### src/cpu_pkg.sv
`default_nettype none

package cpu_pkg;

	//////////////////////////////
	// Widths that carry a meaning

	typedef logic [31:0] word_t;       // Data or instruction word
	typedef logic [6:0]  pc_t;         // Instruction word address
	typedef logic [6:0]  dmem_addr_t;  // Data word address
	typedef logic [4:0]  reg_addr_t;   // Register number
	typedef logic [2:0]  alu_fn_t;     // ALU operation select

	localparam int IMEM_DEPTH = 128;   // Words, full pc_t range
	localparam int DMEM_DEPTH = 128;

	//////////////////////////////
	// Instruction encodings

	localparam logic [5:0] OP_RTYPE = 6'h00;
	localparam logic [5:0] OP_ADDI  = 6'h08;
	localparam logic [5:0] OP_LW    = 6'h23;
	localparam logic [5:0] OP_SW    = 6'h2b;
	localparam logic [5:0] OP_BEQ   = 6'h04;

	localparam logic [5:0] FN_ADD = 6'h20;  // R-type funct field
	localparam logic [5:0] FN_SUB = 6'h22;
	localparam logic [5:0] FN_AND = 6'h24;
	localparam logic [5:0] FN_OR  = 6'h25;
	localparam logic [5:0] FN_SLT = 6'h2a;

	localparam word_t NOP_INSTR = 32'h0000_0000;  // Funct 0 decodes to nothing

	localparam alu_fn_t ALU_ADD = 3'd0;
	localparam alu_fn_t ALU_SUB = 3'd1;
	localparam alu_fn_t ALU_AND = 3'd2;
	localparam alu_fn_t ALU_OR  = 3'd3;
	localparam alu_fn_t ALU_SLT = 3'd4;

	//////////////////////////////
	// Enums

	typedef enum logic [1:0] {
		FWD_NONE,      // Register file value
		FWD_EX_MEM,    // ALU result one stage ahead
		FWD_MEM_WB     // Writeback value
	} fwd_sel_t;

	typedef enum logic [1:0] {
		LOAD_IDLE,     // Ack low, waiting for req
		LOAD_WRITE,    // Word being written
		LOAD_WAIT      // Ack high until req drops
	} load_state_t;

	//////////////////////////////
	// Pipeline registers

	typedef struct packed {
		logic    reg_write;
		logic    mem_to_reg;     // Writeback takes load data
		logic    mem_write;
		logic    alu_src;        // B operand from immediate
		alu_fn_t alu_fn;
	} ctrl_t;

	typedef struct packed {
		logic  valid;
		pc_t   pc_plus1;
		word_t instr;
	} if_id_t;

	typedef struct packed {
		logic      valid;
		ctrl_t     ctrl;
		reg_addr_t rs;             // Source regs, zero when unused
		reg_addr_t rt;
		reg_addr_t dst;
		word_t     op_a;
		word_t     op_b;
		word_t     imm;
	} id_ex_t;

	typedef struct packed {
		logic      valid;
		ctrl_t     ctrl;
		reg_addr_t dst;
		word_t     alu_result;
		word_t     store_data;
	} ex_mem_t;

	typedef struct packed {
		logic      valid;          // Register write this cycle
		reg_addr_t dst;
		word_t     data;
	} wb_t;

endpackage

`default_nettype wire

### src/fetch_stage.sv
`timescale 1ns/100ps
`default_nettype none

module fetch_stage (
	input  wire                   clk,
	input  wire                   rst,
	input  wire                   enable,         // Run high, load low
	input  wire                   stall,          // Hold PC and IF/ID
	input  wire                   branch_taken,   // Redirect from decode
	input  wire cpu_pkg::pc_t     branch_target,
	input  wire                   load_req,       // Four-phase load port
	input  wire cpu_pkg::pc_t     load_addr,
	input  wire cpu_pkg::word_t   load_data,
	output logic                  load_ack,
	output cpu_pkg::if_id_t       if_id
);

	cpu_pkg::pc_t         pc;                         // Next fetch address
	cpu_pkg::word_t       imem [cpu_pkg::IMEM_DEPTH];
	cpu_pkg::load_state_t load_state;

	//////////////////////////////
	// Instruction memory loader

	always_ff @(posedge clk) begin
		if (rst) begin
			load_state <= cpu_pkg::LOAD_IDLE;
			load_ack   <= 1'b0;
		end else begin
			case (load_state)
				cpu_pkg::LOAD_IDLE: begin
					if (load_req && !enable) begin        // Only while halted
						load_state <= cpu_pkg::LOAD_WRITE;
					end
				end
				cpu_pkg::LOAD_WRITE: begin
					load_ack   <= 1'b1;                 // Word lands this edge
					load_state <= cpu_pkg::LOAD_WAIT;
				end
				cpu_pkg::LOAD_WAIT: begin
					if (!load_req) begin                  // Master let go
						load_ack   <= 1'b0;
						load_state <= cpu_pkg::LOAD_IDLE;
					end
				end
				default: load_state <= cpu_pkg::LOAD_IDLE;
			endcase
		end
	end

	always_ff @(posedge clk) begin
		if (load_state == cpu_pkg::LOAD_WRITE) begin
			imem[load_addr] <= load_data;         // Addr and data held by master
		end
	end

	//////////////////////////////
	// PC and IF/ID

	always_ff @(posedge clk) begin
		if (rst) begin
			pc          <= '0;
			if_id.valid <= 1'b0;
		end else if (branch_taken) begin
			pc          <= branch_target;
			if_id.valid <= 1'b0;                   // Squash the wrong-path word
		end else if (!stall) begin
			if (enable) begin
				pc             <= pc + 1'b1;
				if_id.valid    <= 1'b1;
				if_id.pc_plus1 <= pc + 1'b1;
				if_id.instr    <= imem[pc];
			end else begin
				if_id.valid <= 1'b0;                   // Halted, bubbles only
			end
		end
	end

	// Ack follows a req that was still up on the writing edge
	ack_needs_req: assert property (@(posedge clk) disable iff (rst)
		$rose(load_ack) |-> $past(load_req));

	// Memory write only happens with the core halted
	no_load_when_running: assert property (@(posedge clk) disable iff (rst)
		(load_state == cpu_pkg::LOAD_WRITE) |-> !enable);

endmodule

`default_nettype wire

### config.mk
export PLATFORM = sky130hd
export DESIGN_NAME = fetch_stage
export DESIGN_NICKNAME = d
export VERILOG_FILES = /design/src/cpu_pkg.sv /design/src/fetch_stage.sv
export SDC_FILE = /design/constraint.sdc
export NUM_CORES = 2
export LEC_CHECK = 0
export BUFFER_PORTS_ARGS = -buffer_cell sky130_fd_sc_hd__buf_2
export CAP_MARGIN = 20
export CORE_MARGIN = 5
export CORE_UTILIZATION = 45
export CTS_CLUSTER_DIAMETER = 120
export CTS_CLUSTER_SIZE = 12
export DETAILED_ROUTE_END_ITERATION = 16
export PLACE_DENSITY = 0.58
export SYNTH_ARGS = -nofsm -noshare
export SYNTH_HDL_FRONTEND = slang
export SYNTH_SLANG_ARGS = --single-unit
export TNS_END_PERCENT = 10
### constraint.sdc
create_clock -name clk -period 4.8 [get_ports clk]
set_input_delay 0.24 -clock clk [delete_from_list [all_inputs] [get_ports clk]]
set_output_delay 0.24 -clock clk [all_outputs]
set_load 0.02 [all_outputs]
==> reports/qor.yml <==
logic_synthesis:
  synth_cell_types: 74
  syn_area_per_cell_um2: 22.5
  netlist_area_um2: 159000
  synth_top_area_cell: "edfxtp_1"
  synth-edff-count: 4135
  synth_area_leaders: "edfxtp_1 78%, mux4_2 12%, mux2i_1 2.8%"
  yosys_warnings: 0
  async_reset_ff_frac: 0
  synthCells: 7070
  synth.top_cell.area_share: 0.781
  synth-main-ff-cell: "edfxtp_1"
  synth-seq-cells: 4146
  seq_area_frac_synth: 0.782
  syn-num-nets: 7123
layout:
  layout_commonest_cell: "edfxtp_1"
  fill_cells: 27600
  drive_above_1_share: 0.274
  syn_to_final_growth_pct: 12.9
  finalNetCount: 7753
  final_cell_mix: "4,135 x edfxtp_1, 865 x mux4_2, 451 x mux2i_1"
worst_setup_path:
  path_class: "reg2reg"
  cp_max_fo: 22
  cp.arrival_ns: 4.99
  start_kind: "flop"
  critPathCaptureType: "flop"
  worstPathRequired_ns: 5.44
global_route:
  gr-total-overflow: 0
  grt_max_degree: 129
  grtUsageMet3: 0.0482
  use_met2: 0.399
  grt_pass1_vias: 78600
  grtUsageTotal: 0.257
  met1_usage: 0.362
  busiest_layer: "met2"
  grt_first_pass_wirelength_mm: 653
  antenna_found_initial: 51
power:
  pwr-share-clk: 0.377
  power_density_nw_per_um2: 400
  p_sw_mw: 15.8
  peakVddDrop_mv: 0.322
  power_frac_comb: 0.066
  finalPower_mw: 71.9
  p_int_mw: 56.1
  seqPwrFrac: 0.556
  switching_share: 0.219
  leakage_nw: 54.3
timing:
  setup_tns_ns: 0
  max_freq_ghz: 0.230
  setup_violations: 0
  worst_hold_slack_ns: 0.0184
  period_needed_ns: 4.35
  hold_viol_final: 0
  finClkSkew_ns: 0.0421
  rsz0062_at_grt: "no"
  post-route-period-util: 0.907
  max_slew_margin: 0.127
  slew_violations: 0
  worst_pin_slew_ns: 1.31
routing:
  drcViolationCount: 0
  drt_iter0_markers: 10700
  firstDrtPassIters: 6
  num_vias: 79700
  wl_per_cell_um: 37.9
  antenna_left: 0
  finalWirelength_mm: 474
  avgViaCountPerCell: 6.36
worst_hold_path:
  hp-class: "in2reg"
clock_tree:
  path_clk_slew_ns: 0.06
  cts-buffers-inserted: 384
  clk_path_buf_depth: 4
  cts-root-buf: "clkbuf_16"
  post_cts_buffers: 0
  cts_max_level: 5
  cts_resized: 0
  cts_tree: "done"
  clkLatencyLatePin_ns: 0.97
  clock-sinks: 4146
  hold_buffers: 53
floorplanning:
  io_pins: 93
  die_h_um: 605
  core_area_um2: 352000
  die_area_um2: 366000
  initial_core_util: 0.451
  num_rows: 218
  die_w_um: 605
placed_design:
  numPortBuffers: 92
  place_hpwl_mm: 285
  globalplace.congestion: 0.884
job:
  cap_violations: 0
outcome:
  status: "complete, no violations"
## critical path, cell delays in order (launching register included)
cell and delay, ns:
dfxtp_4 0.85, buf_12 0.31, buf_12 0.24, buf_12 0.21
mux4_2 0.51, mux2i_1 0.39, o211ai_1 0.15, a2111oi_2 1.02
a22oi_1 0.23
## kinds of logic after synthesis
kind of cell               after synthesis  share of synthesized area
AOI/OAI and AO/OA                      627                     0.0290
xor gates and xnor gates                11                   0.000606
adders and majority gates                1                  0.0000786
buffers and inverters                  404                     0.0166
DFF                                   4146                      0.782
muxes                                 1385                      0.157
and+or+nand+nor                        496                     0.0147
## synth_stat cells, types with 10 or more instances
cell          n
edfxtp_1   4135
mux4_2      865
mux2i_1     451
nor2_1      179
nand2_1     148
buf_2       140
a21oi_1     113
clkbuf_1    101
a22oi_1      82
buf_4        82
o22ai_1      60
mux2_2       54
o221ai_1     51
buf_6        45
a22o_1       42
a211oi_1     40
o21ai_0      37
a221oi_1     30
nand3_1      27
nor2b_1      26
a2111oi_0    22
a31oi_1      22
o32a_1       20
o2111ai_1    19
o211ai_1     19
buf_8        18
o22a_1       18
or2_2        17
and3_1       15
mux4_1       15
a221o_1      14
a211o_1      11
dfxtp_1      11
nand2b_1     11
and2_1       10
nand4_1      10
nor3_1       10
## power groups by stage
stage	combinational, mW	clock, mW	sequential [mW]
floorplan	2.34	0	40.7
global placement	4.66	0	40.7
detailed placement	4.74	0	40.7
CTS	4.78	27.6	40.0
global route	4.94	29.0	39.9
finish	4.77	27.1	40.0
## worst paths after layout
check,start,end,slack (ns),cells after the start
worst max-delay path,pc[1],if_id[31],0.45,8
worst min-delay path,load_data[23],imem[74][23],0.02,1
worst max register to register,pc[1],if_id[31],0.45,8
worst min register to register,load_ack,load_ack,0.51,2
## metrics by stage
stage	area [µm²]	worst slack [ns]	std cells	util
floorplan	159000	1.15	7070	-
global placement	169000	0.274	12000	0.478
detailed placement	169000	0.483	12000	0.479
CTS	180000	0.457	12500	0.510
global route	180000	0.393	12500	0.510
finish	180000	0.446	12500	0.510
## cell type report
| type | count | area, µm² | share of cell area |
|---|---|---|---|
| tap | 4730 | 5920 | 0.0329 |
| timing repair buffer | 644 | 5770 | 0.0321 |
| inverter | 4 | 17.5 | 0.0000975 |
| sequential | 4146 | 124000 | 0.692 |
| multi-input combinational | 2520 | 33200 | 0.185 |
| clock buffer | 427 | 10000 | 0.0557 |
| antenna | 38 | 95.1 | 0.000529 |
| clock inverter | 16 | 236 | 0.00132 |
## layer usage
layer / part of all wire / wire (µm)
met1: 0.39 / 185000
met2: 0.47 / 223000
met3: 0.092 / 43700
met4: 0.047 / 22200
met5: 0.00017 / 80
## state kept, by name (all words and copies together) (netlist names)
| register | flops |
|---|---|
| load_state | 2 |
| if_id | 40 |
| load_ack | 1 |
| pc | 7 |
| imem | 4096 |
Note: power is estimated with default switching activity, not from simulation.
