<file path="src/cpu_pkg.sv">
`default_nettype none

package cpu_pkg;

	//////////////////////////////
	// Widths that carry a meaning

	typedef logic [31:0] word_t;       // Data or instruction word
	typedef logic [6:0]  pc_t;         // Instruction word address
	typedef logic [6:0]  dmem_addr_t;  // Data word address
	typedef logic [4:0]  reg_addr_t;   // Register number
	typedef logic [2:0]  alu_fn_t;     // ALU operation select

	localparam int IMEM_DEPTH = 128;   // Words, full pc_t range
	localparam int DMEM_DEPTH = 128;

	//////////////////////////////
	// Instruction encodings

	localparam logic [5:0] OP_RTYPE = 6'h00;
	localparam logic [5:0] OP_ADDI  = 6'h08;
	localparam logic [5:0] OP_LW    = 6'h23;
	localparam logic [5:0] OP_SW    = 6'h2b;
	localparam logic [5:0] OP_BEQ   = 6'h04;

	localparam logic [5:0] FN_ADD = 6'h20;  // R-type funct field
	localparam logic [5:0] FN_SUB = 6'h22;
	localparam logic [5:0] FN_AND = 6'h24;
	localparam logic [5:0] FN_OR  = 6'h25;
	localparam logic [5:0] FN_SLT = 6'h2a;

	localparam word_t NOP_INSTR = 32'h0000_0000;  // Funct 0 decodes to nothing

	localparam alu_fn_t ALU_ADD = 3'd0;
	localparam alu_fn_t ALU_SUB = 3'd1;
	localparam alu_fn_t ALU_AND = 3'd2;
	localparam alu_fn_t ALU_OR  = 3'd3;
	localparam alu_fn_t ALU_SLT = 3'd4;

	//////////////////////////////
	// Enums

	typedef enum logic [1:0] {
		FWD_NONE,      // Register file value
		FWD_EX_MEM,    // ALU result one stage ahead
		FWD_MEM_WB     // Writeback value
	} fwd_sel_t;

	typedef enum logic [1:0] {
		LOAD_IDLE,     // Ack low, waiting for req
		LOAD_WRITE,    // Word being written
		LOAD_WAIT      // Ack high until req drops
	} load_state_t;

	//////////////////////////////
	// Pipeline registers

	typedef struct packed {
		logic    reg_write;
		logic    mem_to_reg;     // Writeback takes load data
		logic    mem_write;
		logic    alu_src;        // B operand from immediate
		alu_fn_t alu_fn;
	} ctrl_t;

	typedef struct packed {
		logic  valid;
		pc_t   pc_plus1;
		word_t instr;
	} if_id_t;

	typedef struct packed {
		logic      valid;
		ctrl_t     ctrl;
		reg_addr_t rs;             // Source regs, zero when unused
		reg_addr_t rt;
		reg_addr_t dst;
		word_t     op_a;
		word_t     op_b;
		word_t     imm;
	} id_ex_t;

	typedef struct packed {
		logic      valid;
		ctrl_t     ctrl;
		reg_addr_t dst;
		word_t     alu_result;
		word_t     store_data;
	} ex_mem_t;

	typedef struct packed {
		logic      valid;          // Register write this cycle
		reg_addr_t dst;
		word_t     data;
	} wb_t;

endpackage

`default_nettype wire

</file>
<file path="src/execute_stage.sv">
`timescale 1ns/100ps
`default_nettype none

module execute_stage (
	input  wire                    clk,
	input  wire                    rst,
	input  wire cpu_pkg::id_ex_t   id_ex,
	input  wire cpu_pkg::wb_t      wb,        // MEM/WB forwarding source
	output cpu_pkg::ex_mem_t       ex_mem
);

	cpu_pkg::fwd_sel_t fwd_a;
	cpu_pkg::fwd_sel_t fwd_b;
	cpu_pkg::word_t    src_a;
	cpu_pkg::word_t    src_b;     // Forwarded rt, also the store data
	cpu_pkg::word_t    alu_b;
	cpu_pkg::word_t    alu_y;

	//////////////////////////////
	// Forwarding

	function automatic cpu_pkg::fwd_sel_t pick_fwd(cpu_pkg::reg_addr_t src);
		if (!id_ex.valid || src == '0) return cpu_pkg::FWD_NONE;   // r0 never forwarded
		if (ex_mem.valid && ex_mem.ctrl.reg_write && ex_mem.dst == src) begin
			return cpu_pkg::FWD_EX_MEM;                            // Youngest wins
		end
		if (wb.valid && wb.dst == src) return cpu_pkg::FWD_MEM_WB;
		return cpu_pkg::FWD_NONE;
	endfunction

	function automatic cpu_pkg::word_t fwd_mux(cpu_pkg::fwd_sel_t sel,
			cpu_pkg::word_t reg_val);
		case (sel)
			cpu_pkg::FWD_EX_MEM: return ex_mem.alu_result;
			cpu_pkg::FWD_MEM_WB: return wb.data;
			default:             return reg_val;
		endcase
	endfunction

	always_comb begin
		fwd_a = pick_fwd(id_ex.rs);
		fwd_b = pick_fwd(id_ex.rt);
		src_a = fwd_mux(fwd_a, id_ex.op_a);
		src_b = fwd_mux(fwd_b, id_ex.op_b);
	end

	//////////////////////////////
	// ALU

	assign alu_b = id_ex.ctrl.alu_src ? id_ex.imm : src_b;

	always_comb begin
		case (id_ex.ctrl.alu_fn)
			cpu_pkg::ALU_ADD: alu_y = src_a + alu_b;
			cpu_pkg::ALU_SUB: alu_y = src_a - alu_b;
			cpu_pkg::ALU_AND: alu_y = src_a & alu_b;
			cpu_pkg::ALU_OR:  alu_y = src_a | alu_b;
			cpu_pkg::ALU_SLT: alu_y = {31'b0, $signed(src_a) < $signed(alu_b)};
			default:          alu_y = src_a + alu_b;
		endcase
	end

	always_ff @(posedge clk) begin
		if (rst) begin
			ex_mem.valid <= 1'b0;
			ex_mem.ctrl  <= '0;
		end else begin
			ex_mem.valid <= id_ex.valid;
			ex_mem.ctrl  <= id_ex.ctrl;
		end
	end

	always_ff @(posedge clk) begin
		ex_mem.dst        <= id_ex.dst;
		ex_mem.alu_result <= alu_y;
		ex_mem.store_data <= src_b;
	end

	// Decode's load-use stall keeps a load out of the EX/MEM bypass
	no_load_forward: assert property (@(posedge clk) disable iff (rst)
		(fwd_a == cpu_pkg::FWD_EX_MEM || fwd_b == cpu_pkg::FWD_EX_MEM) |->
			!ex_mem.ctrl.mem_to_reg);

endmodule

`default_nettype wire

</file>
<file path="config.mk">
export PLATFORM = sky130hd
export DESIGN_NAME = execute_stage
export DESIGN_NICKNAME = d
export VERILOG_FILES = /design/src/cpu_pkg.sv /design/src/execute_stage.sv
export SDC_FILE = /design/constraint.sdc
export NUM_CORES = 1
export LEC_CHECK = 0
export BUFFER_PORTS_ARGS = -buffer_cell sky130_fd_sc_hd__buf_2
export CORE_MARGIN = 5
export CORE_UTILIZATION = 49
export CTS_CLUSTER_DIAMETER = 30
export DETAILED_ROUTE_END_ITERATION = 8
export GPL_TIMING_DRIVEN = 0
export PLACE_DENSITY = 0.78
export SETUP_SLACK_MARGIN = 0.5
export SYNTH_ARGS = -nofsm -noshare
export SYNTH_HDL_FRONTEND = slang
export SYNTH_SLANG_ARGS = --single-unit
</file>
<file path="constraint.sdc">
create_clock -name clk -period 5.95 [get_ports clk]
set_input_delay 1.19 -clock clk [delete_from_list [all_inputs] [get_ports clk]]
set_output_delay 1.19 -clock clk [all_outputs]
set_load 0.01 [all_outputs]
</file>
==> flow_summary.yaml <==
final_layout:
  drive_gt1_share_pct: 31.90
  fillCellCount: 1503
  top_regs: "ex_mem x77"
  finalInstanceArea_sq_um: 11560
  areaGrowthSynthToFinish_pct: 34.63
  utilization_pct: 67.05
  fin_cells: 1711
  fin_nets: 1742
  regMostFlops: "ex_mem"
  antenna_cells: 0
  largest_reg_flops: 77
sta:
  layout_worst_path_cycle_share_pct: 90.15
  holdWs_ns: 0.6320
  finClkSkew_ns: 0.01053
  setup_violations: 0
  fmax_mhz: 186.4
  rsz0062_at_grt: "yes"
  finalHoldViolations: 0
  slew_violations: 0
  slew_headroom_pct: 6.719
  fin_crit_ns: 5.364
  worst_pin_slew_ns: 1.394
placement:
  placed_area_sq_um: 10030
  routabilityCongestion: 0.9997
  dp_cells: 1654
  hpwl_mm: 28.19
  io_buffer_count: 233
critical_path:
  path_max_fanout: 8
  end_kind: "flip-flop"
  critPathBufInv: 4
  cpPeakStageDelay_ns: 0.43
  start_kind: "input port"
  r2r_cells: 20
  path_delay_family: "compound AO/OA/AOI/OAI gates"
  worstPathRequired_ns: 6.18
  path_depth: 21
  crit_chain: "buf_2 -> xnor2_1 -> nand4_1 -> nor4_2 -> inv_1 -> ha_4 -> buf_8 -> buf_12 -> a22oi_1 -> nor2_1 -> a21oi_1 -> o21ai_1 -> ha_1 -> nand2_1 -> nor2_1 -> a211o_4 -> a21o_4 -> a21oi_4 -> a31oi_4 -> a221o_1 -> a221o_1"
  worstPathArrival_ns: 5.59
  worst_path_max_delay_cell: "nor4_2"
  path_class: "in2reg"
die:
  die_x_microns: 142.4
  die_area_sq_um: 20270
  num_io_pins: 236
  core_sq_um: 17240
  start_util_pct: 49.80
  rows: 48
  die_h_microns: 142.4
cts:
  htreeDepth: 3
  clk_latency_ns: 0.36
  clkTransAtPathRegs_ns: 0.07
  cts_inserted_buffers: 9
  cts_tree: "built"
  root_buffer: "clkbuf_16"
  clock-sinks: 77
  cts_buffer_depth: 2
grt:
  grt_pass1_vias: 9879
  antenna_found_initial: 0
  grt_max_degree: 13
  overflow: 0
  grtUsageTotal_pct: 34.28
  grt_pass1_wl_mm: 54.65
drt:
  via_per_inst: 6.187
  wl_per_cell_microns: 22.18
  drt-initial-drc-count: 1065
  wl_mm: 37.95
  drt_pre_antenna_iters: 6
  vias: 10590
  drtAntennaViolNets: 0
  drc: 0
power:
  p_int_uw: 1367
  total_power_uw: 2315
  ir_drop_v: 0.0001535
  clkPwrFrac_pct: 25.7
  switching_share_pct: 40.94
  p_seq_share_pct: 27.3
  p_leak_uw: 0.005342
  power.switching_uw: 947.8
  comb_power_share_pct: 47.0
  p_per_area_nw_per_um2: 200.3
flow_run:
  drv_cap: 0
logic_synthesis:
  synthCells: 1196
  ys_ff_latch: 77
  synth_top_cell_by_area: "dfxtp_1"
  syn_avg_cell_area_sq_um: 7.178
  synth_edf_count: 0
  synthFlopType: "dfxtp_1"
  synth_cell_types: 83
  async_reset_ff_share_pct: 0
  synth.top_cell.area_share_pct: 17.96
  synth_warnings: 0
  syn-num-nets: 1457
  synth_area_sq_um: 8584
  synthTopCellsByArea: "dfxtp_1 (18%), ha_1 (15%), a22oi_1 (6.1%)"
  yosysSeqAreaShare_pct: 17.96
worst_hold_path:
  hold_class: "reg2reg"
  holdPathStages: 4
outcome:
  status: "finished, final reports clean"
[worst paths after layout]
kind,start,to,slack [ns]
setup / recovery,id_ex[102],ex_mem[58],0.59
hold reg to reg,ex_mem[37],ex_mem[5],0.63
setup reg to reg,ex_mem[67],ex_mem[58],1.17
hold / removal,ex_mem[37],ex_mem[5],0.63
[cells by family (layout without fill, tap and decap cells)]
logic type | after synthesis | after routing | share of synthesized area [%]
AO/OA/AOI/OAI | 452 | 452 | 35.30
multiplexers | 6 | 6 | 0.7433
flip-flops | 77 | 77 | 17.96
adder cells (fa/ha/maj) | 102 | 102 | 15.04
buffers and inverters | 208 | 498 | 11.09
XOR/XNOR | 22 | 22 | 2.245
AND/OR/NAND/NOR | 329 | 329 | 17.62
[per-stage QoR]
stage                     setup WS, ns  TNS [ns]
final                           0.5859         0
after global routing            0.3901         0
after CTS                       0.4453         0
after detailed placement       -0.8544    -12.22
after global placement         -0.8698    -10.74
after floorplan                 0.5034         0
[Yosys cell counts, drive strengths merged, types with 6 or more instances]
library cell  number
ha               100
xnor2             11
nand3             11
xor2              11
a221o              6
nand2            107
and2               6
a22oi             70
clkbuf            55
inv              134
a21o              20
nor2             114
o21ai            109
nand4              9
dfxtp             77
nor4               8
buf               18
a31oi             12
o221ai            18
o22ai             11
a21oi            104
a221oi            17
o211ai             9
nor2b             18
nand2b            12
o21a               8
nor3              20
a211oi             7
o21bai            15
[cells in the final DEF (no fill, tap or decap), types with 13 or more instances in the layout]
master	count
a21o_1	17
a21oi_1	80
a21oi_2	18
a221oi_1	15
a22oi_1	68
buf_2	234
buf_4	45
buf_6	15
clkbuf_1	23
clkbuf_8	13
dfxtp_1	77
ha_1	86
inv_1	126
nand2_1	104
nor2_1	108
nor2b_1	18
nor3_1	15
o21ai_0	58
o21ai_1	33
o21ai_2	16
o21bai_1	14
o221ai_1	17
[power by group through the flow]
stage	sequential, uW	combinational (uW)	clock (uW)
after floorplan	667	560	0
after global placement	638	915	0
after detailed placement	640	917	0
after CTS	630	964	585
after global routing	638	1160	610
final	633	1090	595
[area by class of cell]
type                       instances  area (sq um)  share of cell area, %
sequential                        77          1541                  13.34
tap                              225         281.5                  2.436
multi-input combinational        911          6693                  57.91
timing repair buffer             274          1563                  13.52
clock inverter                     4         47.55                 0.4114
buffer                            74         675.6                  5.846
inverter                         134         509.2                  4.406
clock buffer                      12         246.5                  2.133
[tightest hold or removal path, cell delays in order (launching register included)]
cell and delay, ns:
dfxtp_1 0.34, a22oi_1 0.07, nor2_1 0.09, a21oi_1 0.06, inv_1 0.05
[routing by layer]
| metal | routed length [microns] | GRT usage [%] | vias to the layer above |
|---|---|---|---|
| met5 | 0 | 0 | - |
| met1 | 15000 | 42.44 | 5022 |
| met3 | 3243 | 5.948 | 111 |
| met2 | 17920 | 58.88 | 605 |
| li1 | - | - | 4848 |
| met4 | 1790 | 14.11 | 0 |
[repair_timing]
action | in CTS | in global routing
pin swaps | 13 | 44
hold buffers | 0 | 0
resized for setup | 100 | 185
setup endpoints to repair | 27 | 22
setup buffers | 8 | 30
gates cloned | 0 | 3
(Power assumes the default switching activity.)
