**src/cpu_pkg.sv**
```systemverilog
`default_nettype none

package cpu_pkg;

	//////////////////////////////
	// Widths that carry a meaning

	typedef logic [31:0] word_t;       // Data or instruction word
	typedef logic [6:0]  pc_t;         // Instruction word address
	typedef logic [6:0]  dmem_addr_t;  // Data word address
	typedef logic [4:0]  reg_addr_t;   // Register number
	typedef logic [2:0]  alu_fn_t;     // ALU operation select

	localparam int IMEM_DEPTH = 128;   // Words, full pc_t range
	localparam int DMEM_DEPTH = 128;

	//////////////////////////////
	// Instruction encodings

	localparam logic [5:0] OP_RTYPE = 6'h00;
	localparam logic [5:0] OP_ADDI  = 6'h08;
	localparam logic [5:0] OP_LW    = 6'h23;
	localparam logic [5:0] OP_SW    = 6'h2b;
	localparam logic [5:0] OP_BEQ   = 6'h04;

	localparam logic [5:0] FN_ADD = 6'h20;  // R-type funct field
	localparam logic [5:0] FN_SUB = 6'h22;
	localparam logic [5:0] FN_AND = 6'h24;
	localparam logic [5:0] FN_OR  = 6'h25;
	localparam logic [5:0] FN_SLT = 6'h2a;

	localparam word_t NOP_INSTR = 32'h0000_0000;  // Funct 0 decodes to nothing

	localparam alu_fn_t ALU_ADD = 3'd0;
	localparam alu_fn_t ALU_SUB = 3'd1;
	localparam alu_fn_t ALU_AND = 3'd2;
	localparam alu_fn_t ALU_OR  = 3'd3;
	localparam alu_fn_t ALU_SLT = 3'd4;

	//////////////////////////////
	// Enums

	typedef enum logic [1:0] {
		FWD_NONE,      // Register file value
		FWD_EX_MEM,    // ALU result one stage ahead
		FWD_MEM_WB     // Writeback value
	} fwd_sel_t;

	typedef enum logic [1:0] {
		LOAD_IDLE,     // Ack low, waiting for req
		LOAD_WRITE,    // Word being written
		LOAD_WAIT      // Ack high until req drops
	} load_state_t;

	//////////////////////////////
	// Pipeline registers

	typedef struct packed {
		logic    reg_write;
		logic    mem_to_reg;     // Writeback takes load data
		logic    mem_write;
		logic    alu_src;        // B operand from immediate
		alu_fn_t alu_fn;
	} ctrl_t;

	typedef struct packed {
		logic  valid;
		pc_t   pc_plus1;
		word_t instr;
	} if_id_t;

	typedef struct packed {
		logic      valid;
		ctrl_t     ctrl;
		reg_addr_t rs;             // Source regs, zero when unused
		reg_addr_t rt;
		reg_addr_t dst;
		word_t     op_a;
		word_t     op_b;
		word_t     imm;
	} id_ex_t;

	typedef struct packed {
		logic      valid;
		ctrl_t     ctrl;
		reg_addr_t dst;
		word_t     alu_result;
		word_t     store_data;
	} ex_mem_t;

	typedef struct packed {
		logic      valid;          // Register write this cycle
		reg_addr_t dst;
		word_t     data;
	} wb_t;

endpackage

`default_nettype wire

```
**src/decode_stage.sv**
```systemverilog
`timescale 1ns/100ps
`default_nettype none

module decode_stage (
	input  wire                    clk,
	input  wire                    rst,
	input  wire cpu_pkg::if_id_t   if_id,
	input  wire cpu_pkg::id_ex_t   ex_stage,   // ID/EX as it stands now
	input  wire cpu_pkg::ex_mem_t  ex_mem,
	input  wire cpu_pkg::wb_t      wb,         // Register file write
	output logic                   stall,
	output logic                   branch_taken,
	output cpu_pkg::pc_t           branch_target,
	output cpu_pkg::id_ex_t        id_ex
);

	cpu_pkg::word_t     regs [32];     // r0 is never written
	cpu_pkg::reg_addr_t rs;
	cpu_pkg::reg_addr_t rt;
	cpu_pkg::reg_addr_t rd;
	cpu_pkg::reg_addr_t dst;
	cpu_pkg::word_t     rd_a;
	cpu_pkg::word_t     rd_b;
	cpu_pkg::word_t     imm_ext;
	cpu_pkg::pc_t       br_off;
	cpu_pkg::ctrl_t     ctrl;
	logic [5:0]         opcode;
	logic [5:0]         funct;
	logic               is_beq;
	logic               uses_rt;       // rt is a source, not a destination
	logic               load_use;
	logic               branch_wait;

	assign opcode  = if_id.instr[31:26];
	assign rs      = if_id.instr[25:21];
	assign rt      = if_id.instr[20:16];
	assign rd      = if_id.instr[15:11];
	assign funct   = if_id.instr[5:0];
	assign imm_ext = {{16{if_id.instr[15]}}, if_id.instr[15:0]};
	assign br_off  = imm_ext[6:0];      // Word offset, wraps with the PC

	//////////////////////////////
	// Register file

	always_ff @(posedge clk) begin
		if (wb.valid) begin
			regs[wb.dst] <= wb.data;
		end
	end

	function automatic cpu_pkg::word_t read_port(cpu_pkg::reg_addr_t addr);
		if (addr == '0) return '0;
		if (wb.valid && wb.dst == addr) return wb.data;  // Write-through
		return regs[addr];
	endfunction

	always_comb begin
		rd_a = read_port(rs);
		rd_b = read_port(rt);
	end

	//////////////////////////////
	// Control decode

	always_comb begin
		ctrl    = '0;
		dst     = rt;
		is_beq  = 1'b0;
		uses_rt = 1'b0;
		case (opcode)
			cpu_pkg::OP_RTYPE: begin
				dst            = rd;
				uses_rt        = 1'b1;
				ctrl.reg_write = 1'b1;
				case (funct)
					cpu_pkg::FN_ADD: ctrl.alu_fn = cpu_pkg::ALU_ADD;
					cpu_pkg::FN_SUB: ctrl.alu_fn = cpu_pkg::ALU_SUB;
					cpu_pkg::FN_AND: ctrl.alu_fn = cpu_pkg::ALU_AND;
					cpu_pkg::FN_OR:  ctrl.alu_fn = cpu_pkg::ALU_OR;
					cpu_pkg::FN_SLT: ctrl.alu_fn = cpu_pkg::ALU_SLT;
					default:         ctrl.reg_write = 1'b0;   // NOP lands here
				endcase
			end
			cpu_pkg::OP_ADDI: begin
				ctrl.reg_write = 1'b1;
				ctrl.alu_src   = 1'b1;
				ctrl.alu_fn    = cpu_pkg::ALU_ADD;
			end
			cpu_pkg::OP_LW: begin
				ctrl.reg_write  = 1'b1;
				ctrl.mem_to_reg = 1'b1;
				ctrl.alu_src    = 1'b1;
				ctrl.alu_fn     = cpu_pkg::ALU_ADD;       // Base plus offset
			end
			cpu_pkg::OP_SW: begin
				uses_rt        = 1'b1;                    // Store data
				ctrl.mem_write = 1'b1;
				ctrl.alu_src   = 1'b1;
				ctrl.alu_fn    = cpu_pkg::ALU_ADD;
			end
			cpu_pkg::OP_BEQ: begin
				uses_rt = 1'b1;
				is_beq  = 1'b1;                           // Resolved here
			end
			default: ;
		endcase
		if (dst == '0) ctrl.reg_write = 1'b0;         // r0 stays zero
		if (!if_id.valid) begin
			ctrl   = '0;
			is_beq = 1'b0;
		end
	end

	//////////////////////////////
	// Hazards and branch

	// Load result not ready before execute needs it
	assign load_use = ex_stage.valid && ex_stage.ctrl.reg_write && ex_stage.ctrl.mem_to_reg &&
		(ex_stage.dst == rs || (uses_rt && ex_stage.dst == rt));

	// No forwarding into decode, so wait until the writer reaches writeback
	assign branch_wait = is_beq &&
		((ex_stage.valid && ex_stage.ctrl.reg_write &&
			(ex_stage.dst == rs || ex_stage.dst == rt)) ||
		(ex_mem.valid && ex_mem.ctrl.reg_write &&
			(ex_mem.dst == rs || ex_mem.dst == rt)));

	assign stall         = if_id.valid && (load_use || branch_wait);
	assign branch_taken  = is_beq && !stall && (rd_a == rd_b);
	assign branch_target = if_id.pc_plus1 + br_off;

	always_ff @(posedge clk) begin
		if (rst) begin
			id_ex.valid <= 1'b0;
			id_ex.ctrl  <= '0;
		end else if (stall) begin
			id_ex.valid <= 1'b0;                          // Bubble
			id_ex.ctrl  <= '0;
		end else begin
			id_ex.valid <= if_id.valid;
			id_ex.ctrl  <= ctrl;
		end
	end

	always_ff @(posedge clk) begin
		id_ex.rs   <= rs;
		id_ex.rt   <= uses_rt ? rt : '0;                 // Keeps addi/lw out of forwarding
		id_ex.dst  <= dst;
		id_ex.op_a <= rd_a;
		id_ex.op_b <= rd_b;
		id_ex.imm  <= imm_ext;
	end

	// Fetch squashes the slot behind a taken branch
	branch_squash: assert property (@(posedge clk) disable iff (rst)
		branch_taken |=> !if_id.valid);

	// Fetch holds IF/ID through a stall
	stall_holds_fetch: assert property (@(posedge clk) disable iff (rst)
		stall |=> $stable(if_id));

endmodule

`default_nettype wire

```
**config.mk**
```make
export PLATFORM = sky130hd
export DESIGN_NAME = decode_stage
export DESIGN_NICKNAME = d
export VERILOG_FILES = /design/src/cpu_pkg.sv /design/src/decode_stage.sv
export SDC_FILE = /design/constraint.sdc
export NUM_CORES = 1
export LEC_CHECK = 0
export BUFFER_PORTS_ARGS = -buffer_cell sky130_fd_sc_hd__buf_4
export CAP_MARGIN = 20
export CELL_PAD_IN_SITES_DETAIL_PLACEMENT = 1
export CELL_PAD_IN_SITES_GLOBAL_PLACEMENT = 1
export CORE_MARGIN = 8
export CORE_UTILIZATION = 45
export DETAILED_ROUTE_END_ITERATION = 10
export PLACE_DENSITY = 0.71
export SYNTH_ARGS = -nofsm -noshare
export SYNTH_HDL_FRONTEND = slang
export SYNTH_SLANG_ARGS = --single-unit
```
**constraint.sdc**
```tcl
create_clock -name clk -period 3.1 [get_ports clk]
set_input_delay 0.31 -clock clk [delete_from_list [all_inputs] [get_ports clk]]
set_output_delay 0.31 -clock clk [all_outputs]
set_load 0.05 [all_outputs]
```
==> run summary, run 1 <==
## Outcome
* **run status** finished with violations
* **violated checks** setup timing

## GRT
* **antenna violations before repair** 7
* **overall fraction of global-route tracks in use** 0.303
* **total congestion overflow after global routing** 0
* **first-pass GRT wire length** 275000 um
* **via count of the first global-routing pass** 36600
* **pin count of the biggest net entering global routing** 35

## Synthesis
* **leading area contributor after synthesis** sky130_fd_sc_hd__edfxtp_1
* **post-synthesis instance area** 0.0517 mm^2
* **Top FF cell, synth** sky130_fd_sc_hd__edfxtp_1
* **basic-gate share of the synthesized area counting and, or, nand and nor cells** 0.0299
* **portion of netlist area occupied by mux cells** 0.246
* **area fraction in compound gates after synthesis** 0.0484
* **number of flip-flops and latches in the synthesized netlist** 1127
* **share of synthesized area occupied by flip-flops and latches** 0.634
* **largest family of logic cells by synthesized area** multiplexers
* **Post-synth EDFFs** 1024
* **Yosys warnings** 0
* **share of flip-flops with an asynchronous set or reset** 0
* **top cells by area, synth** sky130_fd_sc_hd__edfxtp_1 (59%), sky130_fd_sc_hd__mux4_2 (20%), sky130_fd_sc_hd__mux2i_1 (4.2%)
* **number of nets produced by synthesis** 3090
* **area fraction of the dominant cell type after synthesis** 0.594
* **count of different cell masters after synthesis** 71
* **xor/xnor cell area share of the yosys netlist** 0.0112
* **count of mapped cells out of synthesis** 2807
* **adder-cell share of the synthesized area** 0.00184
* **Post-Syn Area per Cell** 18.4 um^2

## Timing
* **period utilisation layout** 1.36
* **Least-Margin Pin Slew** 1.11 ns
* **final worst setup slack** -1.13 ns
* **post-layout min period** 4.23 ns
* **Clock Skew** 0.0287 ns
* **Achievable Freq** 237 MHz
* **max-slew violation count** 0
* **Hold Vio Cnt, Final** 0
* **final hold slack** 0.0363 ns
* **setup repair after global routing missed its margin** yes
* **Relative slew margins** 0.261
* **final count of negative-setup-slack endpoints** 1
* **Sum Neg Setup Slack** -1.13 ns

## Power and ir drop
* **total power draw** 36900 uW
* **power density of the placed cells** 572 mW/mm^2
* **worst vdd rail ir drop** 0.500 mV
* **leakage power figure** 0.0224 uW

## Run
* **max capacitance violation total** 0

## Detailed routing
* **total via count after detailed routing** 34600
* **Vias per Instance** 6.70
* **1st-iter DRT viols** 4135
* **Initial DRT Pass Iterations** 5
* **count of antenna-violating nets left after detailed routing** 0
* **final wirelength** 195000 um
* **Residual DRC** 0
* **mean routed wirelength per cell** 37.9 um

## CTS
* **Clock Path Buffers** 3
* **level count of the clock H-tree** 3
* **clock insertion delay at the later pin of the skew report** 0.73 ns
* **Num CTS Buffers** 120
* **clk root buf** sky130_fd_sc_hd__clkbuf_16
* **clock slew at reported path FFs** 0.06 ns
* **clk sink count** 1127
* **CTS tree** done

## Die
* **die outline area** 0.126 mm^2
* **area of the core** 0.114 mm^2
* **number of top-level pins** 404
* **initial core utilization** 0.453
* **overall die width** 355 um
* **Die H** 355 um
* **FP Rows** 124

## Placed design
* **Cell Area, Placed** 0.0595 mm^2
* **detailed placement HPWL** 126000 um
* **IO Port Bufs** 222
* **DP Cell Count** 4865
* **Final GP Congestion** 0.885

## Cells and area
* **area of the multi-input gates** 0.0179 mm^2
* **Area Overhead vs Synth** 24.5%
* **Net count, final** 3819
* **fill cell instance count of the final layout** 10300
* **most common library cell in the layout ignoring fill and taps** sky130_fd_sc_hd__edfxtp_1
* **final instance area** 0.0644 mm^2
* **Finished Layout Cells** 5161
* **commonest non-fill, non-tap cells in the layout** sky130_fd_sc_hd__edfxtp_1 (1024), sky130_fd_sc_hd__buf_4 (667), sky130_fd_sc_hd__mux4_2 (449), sky130_fd_sc_hd__mux2i_1 (211), sky130_fd_sc_hd__clkbuf_16 (129)
* **share of cells above drive strength 1** 0.419
* **area occupied by registers** 0.0328 mm^2

## Hold path
* **path category of the worst min-delay check** in2reg

## Setup path
* **startpoint types** flip-flop
* **category of the worst setup path capture point** output port
* **required time at the endpoint of the critical path** 2.79 ns
* **kind of critical path** reg2out
* **CP max FO** 2
* **arrival time worst endpoint** 3.92 ns

-- flip-flops by register name, indices dropped and copies added, names as in the netlist --
register	cells
regs	1024
id_ex	103
-- layer usage --
metal  routed length, um  GRT usage  share of wire
met5                  31          0        0.00016
met4               11300      0.146          0.058
met3               19800     0.0698           0.10
met2               93500      0.495           0.48
met1               70800      0.382           0.36
-- cells in the mapped netlist (all sizes together) (5+ instances only) --
| master | count |
|---|---|
| nor3 | 21 |
| a22o | 18 |
| or3b | 7 |
| xnor2 | 49 |
| and2 | 11 |
| or2 | 7 |
| nor2 | 79 |
| ha | 6 |
| clkbuf | 72 |
| a32o | 10 |
| or3 | 7 |
| o221ai | 22 |
| a31oi | 9 |
| a22oi | 42 |
| and3 | 7 |
| edfxtp | 1024 |
| nor4 | 6 |
| a211oi | 35 |
| nand3b | 9 |
| o21ai | 37 |
| nand3 | 29 |
| nor2b | 10 |
| a221oi | 24 |
| mux4 | 451 |
| xor2 | 17 |
| a221o | 5 |
| o22ai | 44 |
| dfxtp | 103 |
| mux2 | 36 |
| nand2 | 94 |
| mux2i | 215 |
| a21oi | 61 |
| o211ai | 8 |
| buf | 153 |
| nand4 | 11 |
| inv | 10 |
| nand2b | 10 |
-- worst max-delay path, cell delays in order (launching register included) --
cell	delay (ns)
sky130_fd_sc_hd__edfxtp_1	0.41
sky130_fd_sc_hd__mux4_2	0.51
sky130_fd_sc_hd__mux4_2	0.53
sky130_fd_sc_hd__a211oi_2	0.25
sky130_fd_sc_hd__nor2_1	0.13
sky130_fd_sc_hd__xnor2_2	0.21
sky130_fd_sc_hd__o2111ai_4	0.28
sky130_fd_sc_hd__nor4_2	0.33
sky130_fd_sc_hd__buf_4	0.14
sky130_fd_sc_hd__o2111a_2	0.26
sky130_fd_sc_hd__buf_8	0.16
-- what timing repair did --
item                       CTS  global route
gates cloned                 0             0
setup endpoints to repair    1             5
hold buffers                61             0
hold endpoints to repair   820             0
setup buffers                0             0
pin swaps                    4             2
gates resized for setup     21             7
-- stage by stage --
step	utilization	worst slack (ns)
5_1_grt	0.564	-1.19
2_1_floorplan	-	-0.0767
6_report	0.564	-1.13
3_3_place_gp	0.521	-1.24
4_1_cts	0.564	-1.13
3_5_place_dp	0.521	-1.28
-- cell families (layout without fill, tap and decap cells) --
family          after synthesis  in the layout
flops                      1127           1127
mux                         702            702
compound gates              351            351
simple gates                318            318
buf+inv                     236           1072
xor+xnor                     66             66
fa+ha+maj                     7              7
other cells                   0              6
-- path summary, 6_finish.rpt --
kind / slack, ns / endpoint / from / cells past startpoint
worst max-delay path: -1.13 / branch_taken / regs[31][24]$_DFFE_PP_ / 10
worst max register to register: 0.95 / id_ex[90]$_DFF_P_ / regs[29][26]$_DFFE_PP_ / 6
worst min-delay path: 0.04 / id_ex[54]$_DFF_P_ / wb[22] / 3
worst min register to register: 1.06 / id_ex[40]$_DFF_P_ / regs[18][8]$_DFFE_PP_ / 5
-- power breakdown --
group / internal [uW] / switching (uW)
Combinational: 2040 / 2830
Sequential: 16900 / 133
Clock: 8900 / 6110
-- cell type report --
class | instances | share of cell area
Multi-Input combinational cell | 1444 | 0.278
Antenna cell | 6 | 0.000233
Inverter | 11 | 0.000641
Timing Repair Buffer | 832 | 0.119
Clock inverter | 37 | 0.00682
Clock buffer | 192 | 0.0575
Tap cell | 1512 | 0.0294
Sequential cell | 1127 | 0.509
No activity file was read; power rests on OpenSTA's default activity.
==> inputs of run 2 (changes only) <==
--- a/config.mk
+++ b/config.mk
@@ -6,13 +6,13 @@
 export NUM_CORES = 1
 export LEC_CHECK = 0
 export BUFFER_PORTS_ARGS = -buffer_cell sky130_fd_sc_hd__buf_4
-export CAP_MARGIN = 20
 export CELL_PAD_IN_SITES_DETAIL_PLACEMENT = 1
 export CELL_PAD_IN_SITES_GLOBAL_PLACEMENT = 1
 export CORE_MARGIN = 8
 export CORE_UTILIZATION = 45
+export CTS_BUF_LIST = sky130_fd_sc_hd__clkbuf_16
 export DETAILED_ROUTE_END_ITERATION = 10
-export PLACE_DENSITY = 0.71
+export PLACE_DENSITY = 0.69
 export SYNTH_ARGS = -nofsm -noshare
 export SYNTH_HDL_FRONTEND = slang
 export SYNTH_SLANG_ARGS = --single-unit
==> constraint.sdc (replaced) <==
create_clock -name clk -period 5.1 [get_ports clk]
set_input_delay 0.51 -clock clk [delete_from_list [all_inputs] [get_ports clk]]
set_output_delay 0.51 -clock clk [all_outputs]
set_load 0.05 [all_outputs]
==> run 2 against run 1 <==
Critical endpoint unchanged. First-iteration DRC count rose by 0.24%. Global-route usage shrank 1.1 points. Flip-flop and latch count unchanged. Hold slack improved by 0.025 ns. Combinational power shrank 46%. Routed wire length fell by 3.5%. Sequential power fell by 39%. Clock-buffer cell count is 72 lower. Utilization is 3.6 points lower. The run now ends clean. Sequential share of layout area rose by 3.5 points.
==> run summary, run 2 (synthesis gave the netlist of run 1 again) <==
## GRT
* **via count of the first global-routing pass** 34700
* **antenna violations before repair** 14
* **pin count of the biggest net entering global routing** 69
* **total congestion overflow after global routing** 0
* **overall fraction of global-route tracks in use** 0.292
* **first-pass GRT wire length** 264000 um

## Placed design
* **Final GP Congestion** 0.874
* **detailed placement HPWL** 115000 um
* **IO Port Bufs** 222

## Die
* **Die H** 355 um
* **initial core utilization** 0.453
* **overall die width** 355 um
* **die outline area** 0.126 mm^2
* **area of the core** 0.114 mm^2
* **number of top-level pins** 404
* **FP Rows** 124

## Detailed routing
* **mean routed wirelength per cell** 39.4 um
* **total via count after detailed routing** 32800
* **Vias per Instance** 6.86
* **Residual DRC** 0
* **count of antenna-violating nets left after detailed routing** 0
* **1st-iter DRT viols** 4145
* **Initial DRT Pass Iterations** 6
* **final wirelength** 188000 um

## CTS
* **number of instances resized during post-cts repair** 0
* **clock insertion delay at the later pin of the skew report** 0.72 ns
* **clk root buf** sky130_fd_sc_hd__clkbuf_16
* **clk sink count** 1127
* **Post-CTS Setup Bufs** 0
* **Clock Path Buffers** 3
* **CTS tree** done
* **Num CTS Buffers** 119
* **clock slew at reported path FFs** 0.06 ns
* **level count of the clock H-tree** 3

## Hold path
* **path category of the worst min-delay check** in2reg
* **Min-Delay Path Depth** 1

## Timing
* **setup repair after global routing missed its margin** no
* **max-slew violation count** 0
* **post-layout min period** 4.95 ns
* **Relative slew margins** 0.114
* **period utilisation layout** 0.971
* **Clock Skew** 0.0294 ns
* **Least-Margin Pin Slew** 1.33 ns
* **Sum Neg Setup Slack** 0 ns
* **Hold Vio Cnt, Final** 0
* **Achievable Freq** 202 MHz
* **final count of negative-setup-slack endpoints** 0

## Cells and area
* **commonest non-fill, non-tap cells in the layout** sky130_fd_sc_hd__edfxtp_1 (1024), sky130_fd_sc_hd__mux4_2 (449), sky130_fd_sc_hd__buf_4 (389), sky130_fd_sc_hd__mux2i_1 (215), sky130_fd_sc_hd__clkbuf_16 (120)
* **register with the most flip-flops** regs
* **max FFs per register** 1024
* **Area Overhead vs Synth** 16.6%
* **share of cells above drive strength 1** 0.353
* **Net count, final** 3444
* **most common library cell in the layout ignoring fill and taps** sky130_fd_sc_hd__edfxtp_1
* **largest registers** regs (1024), id_ex (103)

## Power and ir drop
* **total power draw** 21300 uW
* **worst vdd rail ir drop** 0.282 mV
* **power density of the placed cells** 354 mW/mm^2
* **leakage power figure** 0.0203 uW

## Setup path
* **Register-to-Register Path Depth** 6
* **kind of critical path** in2out
* **arrival time worst endpoint** 4.44 ns
* **required time at the endpoint of the critical path** 4.59 ns
* **CP max FO** 25
* **startpoint types** primary input
* **category of the worst setup path capture point** output port

## Outcome
* **run status** complete, no violations

## Run
* **max capacitance violation total** 0

run 2: layout make-up:
class / count / area (um^2)
Timing Repair Buffer: 458 / 4080
Tap cell: 1512 / 1890
Sequential cell: 1127 / 32800
Clock inverter: 105 / 722
Fill cell: 10300 / 53900
Clock buffer: 120 / 3000
Inverter: 11 / 41.3
Antenna cell: 8 / 20.0
Multi-Input combinational cell: 1444 / 17700
run 2: timing repair:
item                                    CTS  global route
hold buffers                             18             0
endpoints found under the setup margin    0             0
hold endpoints to repair                 18             0
run 2: path summary, 6_finish.rpt:
check | startpoint | end | slack (ns)
worst max-delay path | if_id[18] | branch_taken | 0.15
worst max register to register | regs[31][8]$_DFFE_PP_ | id_ex[40]$_DFF_P_ | 2.98
worst min register to register | regs[19][14]$_DFFE_PP_ | id_ex[46]$_DFF_P_ | 0.98
worst min-delay path | if_id[21] | id_ex[106]$_DFF_P_ | 0.06
run 2: worst max-delay path: stages:
cell and delay [ns]:
sky130_fd_sc_hd__buf_6 0.20, sky130_fd_sc_hd__or3_2 0.54, sky130_fd_sc_hd__nor3_1 0.44, sky130_fd_sc_hd__o21bai_2 0.32
sky130_fd_sc_hd__buf_4 0.43, sky130_fd_sc_hd__a221oi_1 0.10, sky130_fd_sc_hd__a21o_1 0.24, sky130_fd_sc_hd__xnor2_1 0.28
sky130_fd_sc_hd__o2111ai_1 0.23, sky130_fd_sc_hd__buf_4 0.23, sky130_fd_sc_hd__nor4_1 0.29, sky130_fd_sc_hd__o2111a_1 0.36
sky130_fd_sc_hd__buf_4 0.24
run 2: layer usage:
layer | track usage | wire length [um] | vias to the layer above
li1 | - | - | 12600
met1 | 0.374 | 68600 | 17500
met2 | 0.477 | 91100 | 2243
met3 | 0.0679 | 19600 | 489
met4 | 0.130 | 9210 | 6
met5 | 0 | 34 | -
run 2: metrics by stage:
stage                     cells  instance area, um^2  utilization  setup slack (ns)  hold slack (ns)
after floorplan            2807                51700            -              1.25            0.538
final                      4785                60300        0.528             0.148           0.0614
after global routing       4779                60300        0.528             0.106           0.0477
after global placement     4534                56400        0.494             0.271            0.614
after detailed placement   4534                56400        0.494             0.221            0.615
after CTS                  4777                60300        0.528             0.179           0.0317
run 2: where the power goes:
| part | internal [uW] | total [uW] | switching [uW] | leakage [uW] |
|---|---|---|---|---|
| Combinational | 980 | 2610 | 1630 | 0.00827 |
| Sequential | 10300 | 10300 | 79.6 | 0.0101 |
| Clock | 4660 | 8390 | 3730 | 0.00198 |
